### src/rtl/usb_tx_pkg.sv
// Types and constants shared by the USB full-speed transmit path.
// Each module takes what it needs through a wildcard import.
package usb_tx_pkg;

  // Clock cycles per line bit, 48 MHz clock against 12 Mbit/s
  localparam int unsigned BIT_CLKS = 4;

  // Buffering limits
  localparam int unsigned MAX_PKT_BYTES = 64;
  localparam int unsigned REQ_DEPTH     = 2;

  // Protocol constants
  localparam logic [7:0]  SYNC_BYTE  = 8'h80;
  localparam logic [7:0]  EOP_MASK   = 8'b0000_0111;
  localparam logic [15:0] CRC16_POLY = 16'h8005;
  localparam logic [15:0] CRC16_INIT = 16'hffff;

  typedef logic [3:0] pid_t;
  typedef logic [$clog2(MAX_PKT_BYTES + 1)-1:0] pkt_len_t;
  typedef logic [7:0] byte_t;

  // One packet request from the host side
  typedef struct packed {
    pid_t     pid;
    pkt_len_t len;
  } pkt_req_t;

  // Encoded line state ahead of the pin flip
  typedef struct packed {
    logic oe;
    logic d;
    logic se0;
  } line_sym_t;

  // Bus released, line parked in J
  localparam line_sym_t LINE_IDLE = '{oe: 1'b0, d: 1'b1, se0: 1'b0};

endpackage

### src/rtl/usb_tx_fifo.sv
// Synchronous FIFO with valid/ready on both sides.
// The item type is a parameter, so one block holds requests or bytes.

`timescale 1ns/1ns

module usb_tx_fifo #(
  parameter type         item_t = logic [7:0],
  parameter int unsigned DEPTH  = 4
) (
  input  logic  clk_i,
  input  logic  rst_ni,
  input  logic  clr_i,
  input  logic  in_valid_i,
  output logic  in_ready_o,
  input  item_t in_data_i,
  output logic  out_valid_o,
  input  logic  out_ready_i,
  output item_t out_data_o
);

  localparam int unsigned PTR_W = (DEPTH > 1) ? $clog2(DEPTH) : 1;
  localparam int unsigned CNT_W = $clog2(DEPTH + 1);

  item_t            mem_q [DEPTH];
  logic [PTR_W-1:0] wr_ptr_q;
  logic [PTR_W-1:0] rd_ptr_q;
  logic [CNT_W-1:0] count_q;
  logic             push;
  logic             pop;

  assign in_ready_o  = (count_q != CNT_W'(DEPTH));
  assign out_valid_o = (count_q != '0);
  assign out_data_o  = mem_q[rd_ptr_q];

  assign push = in_valid_i & in_ready_o;
  assign pop  = out_valid_o & out_ready_i;

  always_ff @(posedge clk_i) begin
    if (push) begin
      mem_q[wr_ptr_q] <= in_data_i;
    end
  end

  always_ff @(posedge clk_i or negedge rst_ni) begin
    if (!rst_ni) begin
      wr_ptr_q <= '0;
      rd_ptr_q <= '0;
      count_q  <= '0;
    end else if (clr_i) begin
      wr_ptr_q <= '0;
      rd_ptr_q <= '0;
      count_q  <= '0;
    end else begin
      // Pointers wrap at DEPTH, which need not be a power of two
      if (push) begin
        wr_ptr_q <= (wr_ptr_q == PTR_W'(DEPTH - 1)) ? '0 : wr_ptr_q + PTR_W'(1);
      end
      if (pop) begin
        rd_ptr_q <= (rd_ptr_q == PTR_W'(DEPTH - 1)) ? '0 : rd_ptr_q + PTR_W'(1);
      end
      count_q <= count_q + CNT_W'(push) - CNT_W'(pop);
    end
  end

endmodule

### src/rtl/usb_tx_pkt_queue.sv
// Input side of the transmit path. Buffers requests and payload bytes and
// starts a packet only once its whole payload sits in the data FIFO.

`timescale 1ns/1ns

module usb_tx_pkt_queue
  import usb_tx_pkg::*;
(
  input  logic     clk_i,
  input  logic     rst_ni,
  input  logic     link_reset_i,
  input  logic     req_valid_i,
  output logic     req_ready_o,
  input  pkt_req_t req_i,
  input  logic     data_valid_i,
  output logic     data_ready_o,
  input  byte_t    data_i,
  output logic     pkt_start_o,
  output pid_t     pid_o,
  output logic     tx_data_avail_o,
  input  logic     tx_data_get_i,
  output byte_t    tx_data_o,
  input  logic     pkt_end_i
);

  pkt_req_t head_req;
  logic     head_valid;
  logic     start_ok;
  logic     data_push;
  logic     busy_q;
  logic     pkt_start_q;
  pid_t     pid_q;
  pkt_len_t remain_q;
  pkt_len_t stored_q;

  usb_tx_fifo #(
    .item_t (pkt_req_t),
    .DEPTH  (REQ_DEPTH)
  ) i_req_fifo (
    .clk_i,
    .rst_ni,
    .clr_i       (link_reset_i),
    .in_valid_i  (req_valid_i),
    .in_ready_o  (req_ready_o),
    .in_data_i   (req_i),
    .out_valid_o (head_valid),
    .out_ready_i (start_ok),
    .out_data_o  (head_req)
  );

  usb_tx_fifo #(
    .item_t (byte_t),
    .DEPTH  (MAX_PKT_BYTES)
  ) i_data_fifo (
    .clk_i,
    .rst_ni,
    .clr_i       (link_reset_i),
    .in_valid_i  (data_valid_i),
    .in_ready_o  (data_ready_o),
    .in_data_i   (data_i),
    .out_valid_o (),
    .out_ready_i (tx_data_get_i),
    .out_data_o  (tx_data_o)
  );

  assign data_push = data_valid_i & data_ready_o;

  // Head request may go once every byte it needs is already stored
  assign start_ok = !busy_q && head_valid && (stored_q >= head_req.len);

  assign pkt_start_o     = pkt_start_q;
  assign pid_o           = pid_q;
  assign tx_data_avail_o = (remain_q != '0);

  // PID stays put for the whole packet
  always_ff @(posedge clk_i) begin
    if (start_ok) begin
      pid_q <= head_req.pid;
    end
  end

  always_ff @(posedge clk_i or negedge rst_ni) begin
    if (!rst_ni) begin
      busy_q      <= 1'b0;
      pkt_start_q <= 1'b0;
      remain_q    <= '0;
      stored_q    <= '0;
    end else if (link_reset_i) begin
      busy_q      <= 1'b0;
      pkt_start_q <= 1'b0;
      remain_q    <= '0;
      stored_q    <= '0;
    end else begin
      pkt_start_q <= start_ok;
      if (start_ok) begin
        busy_q <= 1'b1;
      end else if (pkt_end_i) begin
        busy_q <= 1'b0;
      end
      if (start_ok) begin
        remain_q <= head_req.len;
      end else if (tx_data_get_i) begin
        remain_q <= remain_q - pkt_len_t'(1);
      end
      stored_q <= stored_q + pkt_len_t'(data_push) - pkt_len_t'(tx_data_get_i);
    end
  end

endmodule

### src/rtl/usb_fs_tx.sv
// Full-speed packet serializer. Sends SYNC, PID, payload, CRC16 and EOP,
// stuffs a zero after six ones and keeps the NRZI line level.
// The line symbol changes only on the bit strobe from the line driver.

`timescale 1ns/1ns

module usb_fs_tx
  import usb_tx_pkg::*;
(
  input  logic      clk_i,
  input  logic      rst_ni,
  input  logic      link_reset_i,
  input  logic      bit_strobe_i,
  input  logic      pkt_start_i,
  input  pid_t      pid_i,
  output logic      pkt_end_o,
  input  logic      tx_data_avail_i,
  output logic      tx_data_get_o,
  input  byte_t     tx_data_i,
  output line_sym_t line_o
);

  typedef enum logic [2:0] {st_idle, st_sync, st_pid, st_data, st_crc_hi, st_eop} state_e;
  typedef enum logic [1:0] {os_idle, os_wait, os_tx} out_state_e;

  state_e      state_q, state_d;
  out_state_e  out_q, out_d;
  byte_t       data_sr_q, data_sr_d;
  byte_t       oe_sr_q, oe_sr_d;
  byte_t       se0_sr_q, se0_sr_d;
  logic [2:0]  bit_cnt_q, bit_cnt_d;
  logic [4:0]  hist_q, hist_d;
  logic [5:0]  hist;
  logic        bitstuff;
  logic        stuffed_q, stuffed_d;
  logic        payload_q, payload_d;
  logic        get_q, get_d;
  logic        byte_strobe_q, byte_strobe_d;
  logic [15:0] crc_q, crc_d;
  logic        crc_fb;
  byte_t       crc_lo, crc_hi;
  line_sym_t   line_q, line_d;
  logic        ser_d, ser_oe, ser_se0;
  logic        pkt_end;

  assign ser_d   = data_sr_q[0];
  assign ser_oe  = oe_sr_q[0];
  assign ser_se0 = se0_sr_q[0];

  // Newest bit sits at the top, the current one included
  assign hist     = {ser_d, hist_q};
  assign bitstuff = (hist == 6'b111111);

  assign byte_strobe_d = bit_strobe_i && !bitstuff && !pkt_start_i && (bit_cnt_q == 3'd0);

  ////////////////////////////////////////////////////////////////////////////
  // Byte sequencing and bit shifting
  ////////////////////////////////////////////////////////////////////////////

  // CRC residue goes out MSB first and inverted
  always_comb begin
    for (int i = 0; i < 8; i++) begin
      crc_lo[i] = ~crc_q[15 - i];
      crc_hi[i] = ~crc_q[7 - i];
    end
  end

  always_comb begin
    state_d   = state_q;
    data_sr_d = data_sr_q;
    oe_sr_d   = oe_sr_q;
    se0_sr_d  = se0_sr_q;
    payload_d = payload_q;
    get_d     = 1'b0;
    bit_cnt_d = bit_cnt_q;
    hist_d    = hist_q;
    stuffed_d = stuffed_q;

    // Next byte loads one clock after the last bit of the previous one
    if (byte_strobe_q && state_q != st_idle) begin
      oe_sr_d  = 8'hff;
      se0_sr_d = 8'h00;
      unique case (state_q)
        st_sync: begin
          state_d   = st_pid;
          data_sr_d = SYNC_BYTE;
        end
        st_pid: begin
          data_sr_d = {~pid_i, pid_i};
          // Handshakes carry no data and no CRC
          state_d   = (pid_i[1:0] == 2'b11) ? st_data : st_eop;
        end
        st_data: begin
          if (tx_data_avail_i) begin
            data_sr_d = tx_data_i;
            payload_d = 1'b1;
            get_d     = 1'b1;
          end else begin
            data_sr_d = crc_lo;
            payload_d = 1'b0;
            state_d   = st_crc_hi;
          end
        end
        st_crc_hi: begin
          data_sr_d = crc_hi;
          state_d   = st_eop;
        end
        st_eop: begin
          state_d  = st_idle;
          oe_sr_d  = EOP_MASK;
          se0_sr_d = EOP_MASK;
        end
        default: state_d = st_idle;
      endcase
    end

    if (pkt_start_i) begin
      // Count starts at 7 so one idle bit goes before the byte boundary
      state_d   = st_sync;
      bit_cnt_d = 3'd7;
      hist_d    = '0;
      stuffed_d = 1'b0;
    end else if (bit_strobe_i) begin
      if (bitstuff) begin
        // Sixth one is on the wire, its slot now carries the stuffed zero
        data_sr_d[0] = 1'b0;
      end else begin
        bit_cnt_d = bit_cnt_q + 3'd1;
        data_sr_d = data_sr_q >> 1;
        oe_sr_d   = oe_sr_q >> 1;
        se0_sr_d  = se0_sr_q >> 1;
      end
      hist_d    = hist[5:1];
      stuffed_d = bitstuff;
    end
  end

  // CRC16 over payload bits, skipping stuffed zeros
  assign crc_fb = ser_d ^ crc_q[15];

  always_comb begin
    crc_d = crc_q;
    if (pkt_start_i) begin
      crc_d = CRC16_INIT;
    end else if (bit_strobe_i && payload_q && !stuffed_q) begin
      crc_d = {crc_q[14:0], 1'b0} ^ ({16{crc_fb}} & CRC16_POLY);
    end
  end

  ////////////////////////////////////////////////////////////////////////////
  // NRZI and EOP output
  ////////////////////////////////////////////////////////////////////////////

  always_comb begin
    out_d   = out_q;
    line_d  = line_q;
    pkt_end = 1'b0;
    unique case (out_q)
      os_idle: begin
        if (pkt_start_i) begin
          out_d = os_wait;
        end
      end
      os_wait: begin
        if (byte_strobe_q) begin
          out_d = os_tx;
        end
      end
      os_tx: begin
        if (bit_strobe_i) begin
          if (!ser_oe) begin
            line_d  = LINE_IDLE;
            pkt_end = 1'b1;
            out_d   = os_idle;
          end else if (ser_se0) begin
            // Two SE0 bits, then J on the last marked bit
            line_d = '{oe: 1'b1, d: 1'b1, se0: se0_sr_q[1]};
          end else begin
            // Zero toggles the level, one keeps it
            line_d = '{oe: 1'b1, d: ser_d ? line_q.d : ~line_q.d, se0: 1'b0};
          end
        end
      end
      default: out_d = os_idle;
    endcase
  end

  assign pkt_end_o     = pkt_end;
  assign tx_data_get_o = get_q;
  assign line_o        = line_q;

  always_ff @(posedge clk_i) begin
    crc_q <= crc_d;
  end

  always_ff @(posedge clk_i or negedge rst_ni) begin
    if (!rst_ni) begin
      state_q       <= st_idle;
      out_q         <= os_idle;
      data_sr_q     <= '0;
      oe_sr_q       <= '0;
      se0_sr_q      <= '0;
      bit_cnt_q     <= '0;
      hist_q        <= '0;
      stuffed_q     <= 1'b0;
      payload_q     <= 1'b0;
      get_q         <= 1'b0;
      byte_strobe_q <= 1'b0;
      line_q        <= LINE_IDLE;
    end else if (link_reset_i) begin
      state_q       <= st_idle;
      out_q         <= os_idle;
      data_sr_q     <= '0;
      oe_sr_q       <= '0;
      se0_sr_q      <= '0;
      bit_cnt_q     <= '0;
      hist_q        <= '0;
      stuffed_q     <= 1'b0;
      payload_q     <= 1'b0;
      get_q         <= 1'b0;
      byte_strobe_q <= 1'b0;
      line_q        <= LINE_IDLE;
    end else begin
      state_q       <= state_d;
      out_q         <= out_d;
      data_sr_q     <= data_sr_d;
      oe_sr_q       <= oe_sr_d;
      se0_sr_q      <= se0_sr_d;
      bit_cnt_q     <= bit_cnt_d;
      hist_q        <= hist_d;
      stuffed_q     <= stuffed_d;
      payload_q     <= payload_d;
      get_q         <= get_d;
      byte_strobe_q <= byte_strobe_d;
      line_q        <= line_d;
    end
  end

endmodule

### src/rtl/usb_tx_line_drv.sv
// Output side of the transmit path. Paces the bit strobe, applies the
// D+/D- pin flip and registers every pad output.

`timescale 1ns/1ns

module usb_tx_line_drv
  import usb_tx_pkg::*;
(
  input  logic      clk_i,
  input  logic      rst_ni,
  input  logic      link_reset_i,
  input  logic      cfg_pinflip_i,
  output logic      bit_strobe_o,
  input  line_sym_t line_i,
  output logic      usb_oe_o,
  output logic      usb_d_o,
  output logic      usb_se0_o,
  output logic      usb_dp_o,
  output logic      usb_dn_o
);

  localparam int unsigned CNT_W = (BIT_CLKS > 1) ? $clog2(BIT_CLKS) : 1;

  logic [CNT_W-1:0] clk_cnt_q;
  logic             dp;
  logic             dn;

  // Free-running bit clock divider
  always_ff @(posedge clk_i or negedge rst_ni) begin
    if (!rst_ni) begin
      clk_cnt_q <= '0;
    end else if (clk_cnt_q == CNT_W'(BIT_CLKS - 1)) begin
      clk_cnt_q <= '0;
    end else begin
      clk_cnt_q <= clk_cnt_q + CNT_W'(1);
    end
  end

  assign bit_strobe_o = (clk_cnt_q == CNT_W'(BIT_CLKS - 1));

  // J drives D+ high, SE0 pulls both low
  assign dp = line_i.d & ~line_i.se0;
  assign dn = ~line_i.d & ~line_i.se0;

  always_ff @(posedge clk_i or negedge rst_ni) begin
    if (!rst_ni) begin
      usb_oe_o  <= 1'b0;
      usb_d_o   <= 1'b1;
      usb_se0_o <= 1'b0;
      usb_dp_o  <= 1'b1;
      usb_dn_o  <= 1'b0;
    end else if (link_reset_i) begin
      usb_oe_o  <= 1'b0;
      usb_d_o   <= 1'b1;
      usb_se0_o <= 1'b0;
      usb_dp_o  <= ~cfg_pinflip_i;
      usb_dn_o  <= cfg_pinflip_i;
    end else begin
      usb_oe_o  <= line_i.oe;
      usb_d_o   <= line_i.d;
      usb_se0_o <= line_i.se0;
      usb_dp_o  <= cfg_pinflip_i ? dn : dp;
      usb_dn_o  <= cfg_pinflip_i ? dp : dn;
    end
  end

endmodule

### src/rtl/usb_tx_top.sv
// Top level of the USB full-speed transmit path.
// Request and payload ports in, registered pad outputs out.

`timescale 1ns/1ns

module usb_tx_top
  import usb_tx_pkg::*;
(
  input  logic     clk_i,
  input  logic     rst_ni,
  input  logic     link_reset_i,
  input  logic     cfg_pinflip_i,
  input  logic     req_valid_i,
  output logic     req_ready_o,
  input  pkt_req_t req_i,
  input  logic     data_valid_i,
  output logic     data_ready_o,
  input  byte_t    data_i,
  output logic     usb_oe_o,
  output logic     usb_d_o,
  output logic     usb_se0_o,
  output logic     usb_dp_o,
  output logic     usb_dn_o
);

  logic      pkt_start;
  logic      pkt_end;
  pid_t      pid;
  logic      tx_data_avail;
  logic      tx_data_get;
  byte_t     tx_data;
  logic      bit_strobe;
  line_sym_t line;

  usb_tx_pkt_queue i_queue (
    .clk_i,
    .rst_ni,
    .link_reset_i,
    .req_valid_i,
    .req_ready_o,
    .req_i,
    .data_valid_i,
    .data_ready_o,
    .data_i,
    .pkt_start_o     (pkt_start),
    .pid_o           (pid),
    .tx_data_avail_o (tx_data_avail),
    .tx_data_get_i   (tx_data_get),
    .tx_data_o       (tx_data),
    .pkt_end_i       (pkt_end)
  );

  usb_fs_tx i_tx (
    .clk_i,
    .rst_ni,
    .link_reset_i,
    .bit_strobe_i    (bit_strobe),
    .pkt_start_i     (pkt_start),
    .pid_i           (pid),
    .pkt_end_o       (pkt_end),
    .tx_data_avail_i (tx_data_avail),
    .tx_data_get_o   (tx_data_get),
    .tx_data_i       (tx_data),
    .line_o          (line)
  );

  usb_tx_line_drv i_line_drv (
    .clk_i,
    .rst_ni,
    .link_reset_i,
    .cfg_pinflip_i,
    .bit_strobe_o (bit_strobe),
    .line_i       (line),
    .usb_oe_o,
    .usb_d_o,
    .usb_se0_o,
    .usb_dp_o,
    .usb_dn_o
  );

endmodule

### config.mk
export PLATFORM = sky130hd
export DESIGN_NAME = usb_tx_top
export DESIGN_NICKNAME = d
export VERILOG_FILES = /design/src/rtl/usb_tx_pkg.sv /design/src/rtl/usb_tx_fifo.sv /design/src/rtl/usb_tx_pkt_queue.sv /design/src/rtl/usb_fs_tx.sv /design/src/rtl/usb_tx_line_drv.sv /design/src/rtl/usb_tx_top.sv
export SDC_FILE = /design/constraint.sdc
export NUM_CORES = 1
export LEC_CHECK = 0
export BUFFER_PORTS_ARGS = -buffer_cell sky130_fd_sc_hd__buf_2
export CAP_MARGIN = 20
export CORE_AREA = 2 2 209 211
export CTS_CLUSTER_SIZE = 10
export DETAILED_ROUTE_END_ITERATION = 8
export DIE_AREA = 0 0 211 213
export PLACE_DENSITY_LB_ADDON = 0.1
export SETUP_SLACK_MARGIN = 0.02
export SKIP_LAST_GASP = 1
export SYNTH_ARGS = -nofsm -noshare
export SYNTH_HDL_FRONTEND = slang
export SYNTH_HIERARCHICAL = 1
export SYNTH_SLANG_ARGS = --single-unit
### constraint.sdc
create_clock -name clk_i -period 4.3 [get_ports clk_i]
set_input_delay 0 -clock clk_i [delete_from_list [all_inputs] [get_ports clk_i]]
set_output_delay 0 -clock clk_i [all_outputs]
set_load 0.1 [all_outputs]
==> results of run 1 <==
-- cell type report --
| class | count | area share, % |
|---|---|---|
| inverter | 44 | 0.551 |
| sequential | 644 | 62.5 |
| clock inverter | 6 | 0.296 |
| timing repair buffer | 129 | 3.55 |
| clock buffer | 108 | 6.92 |
| tap | 546 | 2.28 |
| multi-input combinational | 810 | 23.9 |
-- report_power, final --
part | switching, mW | leakage, nW | internal, mW | total [mW]
clock | 2.30 | 1.05 | 3.37 | 5.67
sequential | 0.183 | 6.20 | 7.01 | 7.20
combinational | 0.796 | 2.96 | 0.526 | 1.32
-- metal layers --
metal  vias up  global-route usage [%]
li1       6392                       -
met1      7404                    35.5
met2       576                    43.8
met3       118                    4.46
met4         2                    11.2
met5         -                       0
-- through the flow --
stage               hold WS (ps)  power, mW  worst slack [ps]  std cells
finish                      9.48       14.2               820       2287
global route                83.5       14.7               651       2287
CTS                         23.5       14.3               888       2276
detailed placement           115       8.61               908       2144
global placement             110       8.57               957       2143
floorplan                   -296       8.22               394       1585
-- path summary, 6_finish.rpt --
check / startpoint / to / cells after the start
max: i_queue/i_data_fifo/rd_ptr_q[0] / i_tx/data_sr_q[2] / 11
min: rst_ni / i_tx/bit_cnt_q[2] / 2
max reg2reg: i_queue/i_data_fifo/rd_ptr_q[0] / i_tx/data_sr_q[2] / 11
min reg2reg: i_line_drv/clk_cnt_q[0] / i_line_drv/clk_cnt_q[0] / 1
max in group asynchronous: rst_ni / i_line_drv/usb_d_o / 3
min in group clk_i: data_i[0] / i_queue/i_data_fifo/mem_q[41][0] / 2
-- flip-flops by register name, summed over array words and instances (netlist names), 2 cells and up --
signal                        count
i_queue/i_data_fifo/mem_q       512
i_queue/i_req_fifo/mem_q         22
i_tx/crc_q                       16
i_tx/data_sr_q                    8
i_tx/oe_sr_q                      8
i_tx/se0_sr_q                     8
i_queue/i_data_fifo/count_q       7
i_queue/remain_q                  7
i_queue/stored_q                  7
i_queue/i_data_fifo/rd_ptr_q      6
i_queue/i_data_fifo/wr_ptr_q      6
i_tx/hist_q                       5
i_queue/pid_o                     4
i_tx/bit_cnt_q                    3
i_tx/line_o                       3
i_tx/state_q                      3
i_line_drv/clk_cnt_q              2
i_queue/i_req_fifo/count_q        2
i_tx/out_q                        2
-- critical path: cells and delay by family, from the launching register on --
kind | cells | cell delay [ps]
DFF | 1 | 810
and+or+nand+nor | 2 | 270
AOI/OAI and AO/OA | 7 | 1320
muxes | 1 | 560
buffers and inverters | 1 | 330
-- cells by family after synthesis --
family	after synthesis
XOR/XNOR	24
AO/OA/AOI/OAI	208
flip-flops	644
multiplexers	158
AND/OR/NAND/NOR	387
adder cells (fa/ha/maj)	33
buffers and inverters	131
-- cell usage after synthesis, drive strengths merged, types with 4 or more instances --
library cell    n
mux4          130
mux2i          16
or3            11
o22ai          11
nand3b          7
buf            42
dfrtp          87
a2bb2oi         7
nor2b          17
nor2          136
clkbuf         45
edfxtp        538
xor2           11
o311ai          6
a211o           5
nor3           31
or2             5
dfxtp          16
o21ai          25
ha             31
a21o            4
xnor2          13
and2            8
o31ai           4
nand2         104
a22o            6
a22oi          37
nand3          29
nand4           4
inv            44
mux2           12
a21oi          68
nand2b         11
a211oi         12
-- repair_timing --
action                                 4_1_cts  5_1_grt
setup buffers                                0        0
hold buffers                                18        5
endpoints found under the hold margin      134      117
==> results.sh, run 1 <==
export IMPL_ir_drop_v=0.000376
export IMPL_start_kind="flop"
export IMPL_synth_xor_area_share_pct=0.793
export IMPL_synth_top_area_cell="edfxtp_1"
export IMPL_grt_pass1_vias=14795
export IMPL_rows=76
export IMPL_clk_pin_slew_worst_paths_ps=50
export IMPL_clkLatencyLatePin_ps=600
export IMPL_syn_mean_instance_area_sq_um=16.7
export IMPL_antenna_found_initial=1
export IMPL_slew_headroom_pct=29.9
export IMPL_critPathMaxStageDelay_ps=810
export IMPL_grt_usage_pct=26.5
export IMPL_numCtsBuffers=75
export IMPL_clock_skew_ps=23.7
export IMPL_cts_resized=0
export IMPL_finalHoldViolations=0
export IMPL_wirelength_um=57600
export IMPL_drt_first_pass_iters=5
export IMPL_synth_compound_area_share_pct=5.46
export IMPL_nNetsFinal=1762
export IMPL_htree_levels=3
export IMPL_setup_viol=0
export IMPL_regArea_sq_um=18700
export IMPL_synth_warnings=6
export IMPL_dieArea_sq_um=44900
export IMPL_io_buffers=31
export IMPL_drv_slew=0
export IMPL_area_growth_pct=13.0
export IMPL_synth_edf_count=538
export IMPL_cts_path_max_buffers=3
export IMPL_io_pins=32
export IMPL_critPathCaptureType="flop"
export IMPL_multi_input_area_sq_um=7170
export IMPL_min_period_over_period_pct=80.9
export IMPL_critical_path_peak_fanout=26
export IMPL_postRouteAntennaNets=0
export IMPL_cts_tree="done"
export IMPL_setup_tns_ps=0
export IMPL_num_vias=14492
export IMPL_post_synth_top_area_fraction_pct=60.9
export IMPL_cp_arrival_ps=3930
export IMPL_synth_cell_types=81
export IMPL_grt_pass1_wl_um=87700
export IMPL_p_leak_nw=10.2
export IMPL_rsz0062_at_grt="no"
export IMPL_synth_adder_area_share_pct=1.61
export IMPL_syn_inst=1585
export IMPL_synth_fp_nets=1643
export IMPL_die_width_um=211
export IMPL_drt_wirelength_per_cell_um=25.2
export IMPL_critPathRequiredTime_ps=4750
export IMPL_wl_met3_um=4280
export IMPL_dieHeight_um=213
export IMPL_wl_met2_um=28200
export IMPL_finish_utilization_pct=70.2
export IMPL_maxCapViolations=0
export IMPL_hold_path_class="input port to async pin"
export IMPL_dr_max_layer_used="met5"
export IMPL_grt_overflow_total=0
export IMPL_crit_slowest_cell="dfrtp_4"
export IMPL_muxShareOfSynthArea_pct=12.3
export IMPL_critPathKind="flop to flop"
export IMPL_ctsRootBufferMaster="clkbuf_16"
export IMPL_worstPathCellList="buf_4, mux4_2, a22oi_1, nand2_1, a22oi_1, o31ai_1, nand2_1, o21ai_0, a2bb2oi_1, a211o_1, a21oi_2"
export IMPL_drtIter0Drc=1402
export IMPL_layout_common_cells="538 x edfxtp_1, 136 x nor2_1, 130 x mux4_2"
export IMPL_grt_max_degree=65
export IMPL_min_period_ps=3480
export IMPL_n_antenna_cell=0
export IMPL_synthArstFlopShare_pct=14.0
export IMPL_core_area_sq_um=42700
export IMPL_gp_congestion=0.853
export IMPL_synth_seq_cells=644
export IMPL_synth_main_ff_cell="edfxtp_1"
export IMPL_final_common_cell="edfxtp_1"
export IMPL_initial_core_util_pct=62.1
export IMPL_cts_sink_count=644
export IMPL_syn_area_sq_um=26500
export IMPL_dpl_cell_area_sq_um=27500
export IMPL_fmax_mhz=287
export IMPL_rrSetupSlack_ps=820
export IMPL_synth_simple_area_share_pct=6.86
export IMPL_fillCellCount=2700
export IMPL_layout_drive_gt1_share_pct=21.0
export IMPL_status="complete, no violations"
export IMPL_wl_met1_um=22900
export IMPL_power_density_nw_per_um2=473
export IMPL_stdcell_area_sq_um=30000
export IMPL_worstMarginPinSlew_ps=1050
export IMPL_hpwlAfterDp_um=35300
export IMPL_yosysSeqAreaShare_pct=70.6
export IMPL_synth_top_family_by_area="multiplexers"
export IMPL_drt_drc_violations_left=0
export IMPL_synth_area_leaders="edfxtp_1 61%, mux4_2 11%, dfrtp_1 8.2%"
export IMPL_vias_per_cell=6.34
(Power assumes the default switching activity.)
==> run 2, diff against run 1 <==
--- a/config.mk
+++ b/config.mk
@@ -7,10 +7,10 @@
 export LEC_CHECK = 0
 export BUFFER_PORTS_ARGS = -buffer_cell sky130_fd_sc_hd__buf_2
 export CAP_MARGIN = 20
-export CORE_AREA = 2 2 209 211
+export CORE_AREA = 2 2 219 221
 export CTS_CLUSTER_SIZE = 10
 export DETAILED_ROUTE_END_ITERATION = 8
-export DIE_AREA = 0 0 211 213
+export DIE_AREA = 0 0 221 223
 export PLACE_DENSITY_LB_ADDON = 0.1
 export SETUP_SLACK_MARGIN = 0.02
 export SKIP_LAST_GASP = 1
==> constraint.sdc (replaced) <==
create_clock -name clk_i -period 2.9 [get_ports clk_i]
set_input_delay 0 -clock clk_i [delete_from_list [all_inputs] [get_ports clk_i]]
set_output_delay 0 -clock clk_i [all_outputs]
set_load 0.1 [all_outputs]
==> results.sh, run 2 (synthesis results as in run 1) <==
export IMPL_min_period_ps=2930
export IMPL_power_density_nw_per_um2=685
export IMPL_num_vias=14763
export IMPL_r2r_start="i_queue/i_req_fifo/rd_ptr_q"
export IMPL_p_leak_nw=10.9
export IMPL_grt_pass1_wl_um=90600
export IMPL_drtIter0Drc=1374
export IMPL_layout_drive_gt1_share_pct=29.2
export IMPL_top_regs="i_queue/i_data_fifo/mem_q x512, i_queue/i_req_fifo/mem_q x22, i_tx/crc_q x16"
export IMPL_critPathMaxStageDelay_ps=400
export IMPL_regArea_sq_um=18700
export IMPL_cts_path_max_buffers=3
export IMPL_multi_input_area_sq_um=7550
export IMPL_failed_checks="setup timing"
export IMPL_worstPathCellList="buf_6, mux2_4, ha_4, nand2b_4, a2111oi_4, o31a_4, or2_4, inv_4, o21a_4, ha_4, inv_2, ha_4, xor2_2, and2_4, nor3_4"
export IMPL_dieArea_sq_um=49300
export IMPL_hold_path_class="input port to async pin"
export IMPL_vias_per_cell=5.95
export IMPL_final_common_cell="edfxtp_1"
export IMPL_clock_skew_ps=21.4
export IMPL_cts_tree="done"
export IMPL_setup_tns_ps=-33.4
export IMPL_critPathKind="flop to flop"
export IMPL_numCtsBuffers=75
export IMPL_cpMostUsedCell="ha_4"
export IMPL_min_period_over_period_pct=101
export IMPL_n_antenna_cell=0
export IMPL_io_pins=32
export IMPL_layout_common_cells="538 x edfxtp_1, 162 x buf_4, 134 x nor2_1"
export IMPL_clkLatencyLatePin_ps=610
export IMPL_htree_levels=3
export IMPL_core_area_sq_um=47100
export IMPL_nNetsFinal=1867
export IMPL_initial_core_util_pct=56.3
export IMPL_drt_wirelength_per_cell_um=24.1
export IMPL_grt_usage_pct=24.5
export IMPL_crit_slowest_cell="dfrtp_1"
export IMPL_top_register="i_queue/i_data_fifo/mem_q"
export IMPL_start_kind="flop"
export IMPL_ctsRootBufferMaster="clkbuf_16"
export IMPL_critical_path_peak_fanout=3
export IMPL_drv_slew=0
export IMPL_finalHoldViolations=0
export IMPL_cp_depth=15
export IMPL_io_buffers=31
export IMPL_rows=80
export IMPL_fmax_mhz=341
export IMPL_fillCellCount=3178
export IMPL_grt_overflow_total=0
export IMPL_die_width_um=221
export IMPL_power_total_mw=21.6
export IMPL_setup_slack_ps=-33.4
export IMPL_ir_drop_v=0.000551
export IMPL_placed_cells=2306
export IMPL_finish_utilization_pct=66.8
export IMPL_largest_reg_flops=512
export IMPL_cp_arrival_ps=3450
export IMPL_status="finished with violations"
export IMPL_area_growth_pct=18.8
export IMPL_wirelength_um=59700
export IMPL_maxCapViolations=0
export IMPL_dieHeight_um=223
export IMPL_startpoint="i_queue/i_req_fifo/rd_ptr_q"
export IMPL_antenna_found_initial=0
export IMPL_critPathCaptureType="flop"
export IMPL_cp_top_family="adder cells"
export IMPL_preCtsSetupSlack_ps=-116
export IMPL_gp_congestion=0.829
export IMPL_grt_pass1_vias=14963
export IMPL_setup_viol=1
export IMPL_final_cells=2481
export IMPL_rsz0062_at_grt="yes"
export IMPL_clk_pin_slew_worst_paths_ps=60
export IMPL_path_buf_inv=3
export IMPL_critPathRequiredTime_ps=3410
export IMPL_cts_sink_count=644
export IMPL_postRouteAntennaNets=0
export IMPL_drt_drc_violations_left=0
export IMPL_hpwlAfterDp_um=37500
export IMPL_grt_max_degree=65
export IMPL_worstMarginPinSlew_ps=963
export IMPL_slew_headroom_pct=35.8
export IMPL_r2r_cells=15
export IMPL_drt_first_pass_iters=6
run 2: changes by cell type in the layout (fill, tap and decap cells not counted), moves of 5 or more:
cell           delta
inv_2             +7
a21oi_1          -12
inv_1            -10
a21oi_2          +10
buf_4            +95
buf_6             +5
ha_1              -9
clkbuf_1         +19
a22oi_1          -13
dlygate4sd3_1     -5
a22oi_2          +13
ha_4              +9
run 2: final timing paths:
kind                                                    end  slack (ps)
max in group asynchronous    i_queue/i_data_fifo/count_q[2]        2060
hold / removal                              i_tx/oe_sr_q[1]          30
hold reg to reg                     i_line_drv/clk_cnt_q[0]         430
setup / recovery              i_queue/i_req_fifo/count_q[1]         -30
min in group clk_i         i_queue/i_data_fifo/mem_q[26][0]          50
setup reg to reg              i_queue/i_req_fifo/count_q[1]         -30
run 2: through the flow:
stage | cell area [sq um] | hold WS (ps)
after floorplan | 26700 | -296
after global placement | 28600 | 121
after detailed placement | 28600 | 131
after CTS | 31100 | 14.2
after global routing | 31500 | 52.5
final | 31500 | 29.9
run 2: where the power goes:
part           internal, mW  total [mW]  leakage (nW)  switching [mW]
registers              10.4        10.7          6.20           0.284
clock network          5.08        8.58          1.06            3.50
logic                 0.996        2.30          3.60            1.30
run 2: repair_timing:
item	4_1_cts	5_1_grt
cloned	0	4
hold buffers	18	0
gates resized for setup	16	46
setup endpoints to repair	6	10
endpoints found under the hold margin	133	0
buffers inserted	6	13
pin swaps	6	21
run 2: metal layers:
metal / part of all wire (%) / wire [um] / GRT usage, % / vias to the layer above
met5: 0 / 0 / 0 / -
met4: 2.4 / 1420 / 8.08 / 0
met3: 5.7 / 3380 / 4.11 / 91
met2: 50 / 30200 / 40.8 / 432
met1: 41 / 24800 / 33.4 / 7618
li1: - / - / - / 6622
run 2: final cells by class:
class / count / area share (%)
Clock inverter: 8 / 0.306
Clock buffer: 126 / 6.77
Tap cell: 615 / 2.44
Timing Repair Buffer: 234 / 6.44
Sequential cell: 644 / 59.5
Inverter: 44 / 0.556
Multi-Input combinational cell: 810 / 24.0
==> run 3, diff against run 2 <==
--- a/config.mk
+++ b/config.mk
@@ -7,10 +7,13 @@
 export LEC_CHECK = 0
 export BUFFER_PORTS_ARGS = -buffer_cell sky130_fd_sc_hd__buf_2
 export CAP_MARGIN = 20
-export CORE_AREA = 2 2 219 221
+export CELL_PAD_IN_SITES_DETAIL_PLACEMENT = 0
+export CELL_PAD_IN_SITES_GLOBAL_PLACEMENT = 2
+export CORE_AREA = 2 2 252 254
 export CTS_CLUSTER_SIZE = 10
 export DETAILED_ROUTE_END_ITERATION = 8
-export DIE_AREA = 0 0 221 223
+export DIE_AREA = 0 0 254 256
+export GPL_ROUTABILITY_DRIVEN = 1
 export PLACE_DENSITY_LB_ADDON = 0.1
 export SETUP_SLACK_MARGIN = 0.02
 export SKIP_LAST_GASP = 1
==> results.sh, run 3 (synthesis results as in run 1) <==
export IMPL_status="finished with violations"
export IMPL_failed_checks="setup timing"
export IMPL_p_int_mw=16.5
export IMPL_start_kind="flop"
export IMPL_preCtsSetupSlack_ps=-128
export IMPL_final_common_cell="edfxtp_1"
export IMPL_critPathMaxStageDelay_ps=400
export IMPL_finish_utilization_pct=51.8
export IMPL_startpoint="i_queue/i_req_fifo/rd_ptr_q"
export IMPL_hpwlAfterDp_um=42700
export IMPL_swShare_pct=24.2
export IMPL_core_area_sq_um=62400
export IMPL_holdCritStartpoint="req_i[2]"
export IMPL_critical_path_peak_fanout=7
export IMPL_dieHeight_um=256
export IMPL_io_pins=32
export IMPL_grt_max_degree=65
export IMPL_postRouteAntennaNets=0
export IMPL_setup_slack_ps=-8.98
export IMPL_htree_levels=3
export IMPL_min_period_over_period_pct=100
export IMPL_top_register="i_queue/i_data_fifo/mem_q"
export IMPL_fmax_mhz=344
export IMPL_critPathCaptureType="flop"
export IMPL_worstPathCellList="buf_12, mux2_4, ha_4, nand2b_4, a2111oi_4, o31a_4, or2_4, inv_4, o21a_4, ha_4, inv_2, ha_4, xor2_2, and2_1, nor3_2"
export IMPL_slew_headroom_pct=19.2
export IMPL_maxCapViolations=0
export IMPL_cts_path_max_buffers=3
export IMPL_drt_first_pass_iters=5
export IMPL_drtIter0Drc=1193
export IMPL_min_period_ps=2910
export IMPL_grt_overflow_total=0
export IMPL_stdcell_area_sq_um=32300
export IMPL_rows=92
export IMPL_numCtsBuffers=77
export IMPL_ir_drop_v=0.000462
export IMPL_hold_path_class="input port to flop"
export IMPL_vias_per_cell=5.42
export IMPL_area_growth_pct=21.8
export IMPL_p_seq_share_pct=49.0
export IMPL_ctsRootBufferMaster="clkbuf_16"
export IMPL_cpMostUsedCell="ha_4"
export IMPL_cp_arrival_ps=3440
export IMPL_crit_slowest_cell="dfrtp_1"
export IMPL_clkLatencyLatePin_ps=620
export IMPL_dieArea_sq_um=65000
export IMPL_power_density_nw_per_um2=674
export IMPL_gp_congestion=0.786
export IMPL_worstMarginPinSlew_ps=1210
export IMPL_cts_tree="done"
export IMPL_dpl_cell_area_sq_um=29000
export IMPL_wirelength_um=65400
export IMPL_grt_pass1_wl_um=98400
export IMPL_rsz0062_at_grt="yes"
export IMPL_io_buffers=31
export IMPL_antenna_found_initial=0
export IMPL_clkPwrFrac_pct=40.0
export IMPL_fillCellCount=5166
export IMPL_critPathRequiredTime_ps=3430
export IMPL_p_switching_mw=5.27
export IMPL_die_width_um=254
export IMPL_layout_drive_gt1_share_pct=31.9
export IMPL_initial_core_util_pct=42.5
export IMPL_n_antenna_cell=0
export IMPL_power_total_mw=21.8
export IMPL_largest_reg_flops=512
export IMPL_grt_pass1_vias=15578
export IMPL_drt_wirelength_per_cell_um=23.8
export IMPL_clock_skew_ps=23.7
export IMPL_drv_slew=0
export IMPL_setup_viol=1
export IMPL_grt_usage_pct=20.6
export IMPL_top_regs="i_queue/i_data_fifo/mem_q x512, i_queue/i_req_fifo/mem_q x22, i_tx/crc_q x16"
export IMPL_num_vias=14871
export IMPL_finalHoldViolations=0
export IMPL_nNetsFinal=1909
export IMPL_cts_sink_count=644
export IMPL_drt_drc_violations_left=0
export IMPL_r2r_start="i_queue/i_req_fifo/rd_ptr_q"
export IMPL_p_leak_nw=11.1
export IMPL_layout_common_cells="538 x edfxtp_1, 189 x buf_4, 130 x mux4_2"
export IMPL_critPathKind="flop to flop"
export IMPL_combPwrFrac_pct=11.0
export IMPL_clk_pin_slew_worst_paths_ps=50
==> run 3: final timing paths <==
kind,endpoint,slack [ps],cells past startpoint
max,i_queue/i_req_fifo/count_q[1],-9,15
min,i_queue/i_req_fifo/mem_q[0][2],130,2
max reg2reg,i_queue/i_req_fifo/count_q[1],-9,15
min reg2reg,i_line_drv/clk_cnt_q[0],430,1
max in group asynchronous,i_line_drv/usb_d_o,1730,4
min in group asynchronous,i_line_drv/usb_oe_o,470,3
==> run 3: timing repair <==
| action | in CTS | in global routing |
|---|---|---|
| endpoints found under the hold margin | 307 | 20 |
| buffers inserted | 8 | 27 |
| pin swaps | 3 | 42 |
| hold buffers | 24 | 1 |
| gates resized for setup | 24 | 75 |
| cloned | 0 | 2 |
| setup endpoints to repair | 20 | 61 |
==> run 3: layout make-up <==
| class | count | area [sq um] | share of cell area, % |
|---|---|---|---|
| inverters | 44 | 175 | 0.543 |
| repair buffers | 274 | 2400 | 7.44 |
| multi-input cells | 810 | 7660 | 23.7 |
| clock buffers | 114 | 2120 | 6.56 |
| flip-flops and latches | 644 | 18700 | 58.0 |
| clock inverters | 13 | 139 | 0.430 |
| well taps | 846 | 1060 | 3.28 |
==> run 3: stage by stage <==
stage / hold slack, ps / TNS (ps) / cells
detailed placement: 114 / -582 / 2555
floorplan: -296 / -443 / 1585
CTS: 73.5 / -174 / 2714
global placement: 102 / -483 / 2555
finish: 128 / -8.98 / 2745
global route: 101 / -878 / 2745
==> run 3: worst max-delay path, delay by kind of cell (launching register included) <==
family,cells,cell delay (ps)
flops,1,400
mux,1,310
simple gates,4,560
buf+inv,3,220
fa+ha+maj,3,620
xor+xnor,1,140
compound gates,3,580
==> run 3: per-layer routing <==
metal / up-vias / track usage (%) / share of wire, %
li1: 6709 / - / -
met1: 7730 / 27.5 / 43
met2: 318 / 34.7 / 50
met3: 114 / 3.19 / 4.1
met4: 0 / 6.18 / 2.5
met5: - / 0 / 0
==> run 3: power groups by stage <==
stage          Sequential (mW)  Clock [mW]  Combinational (mW)
3_5_place_dp              10.9           0                2.20
5_1_grt                   10.7        9.32                2.66
2_1_floorplan             10.8           0                1.55
3_3_place_gp              10.9           0                2.17
4_1_cts                   10.7        8.96                2.26
6_report                  10.7        8.70                2.40
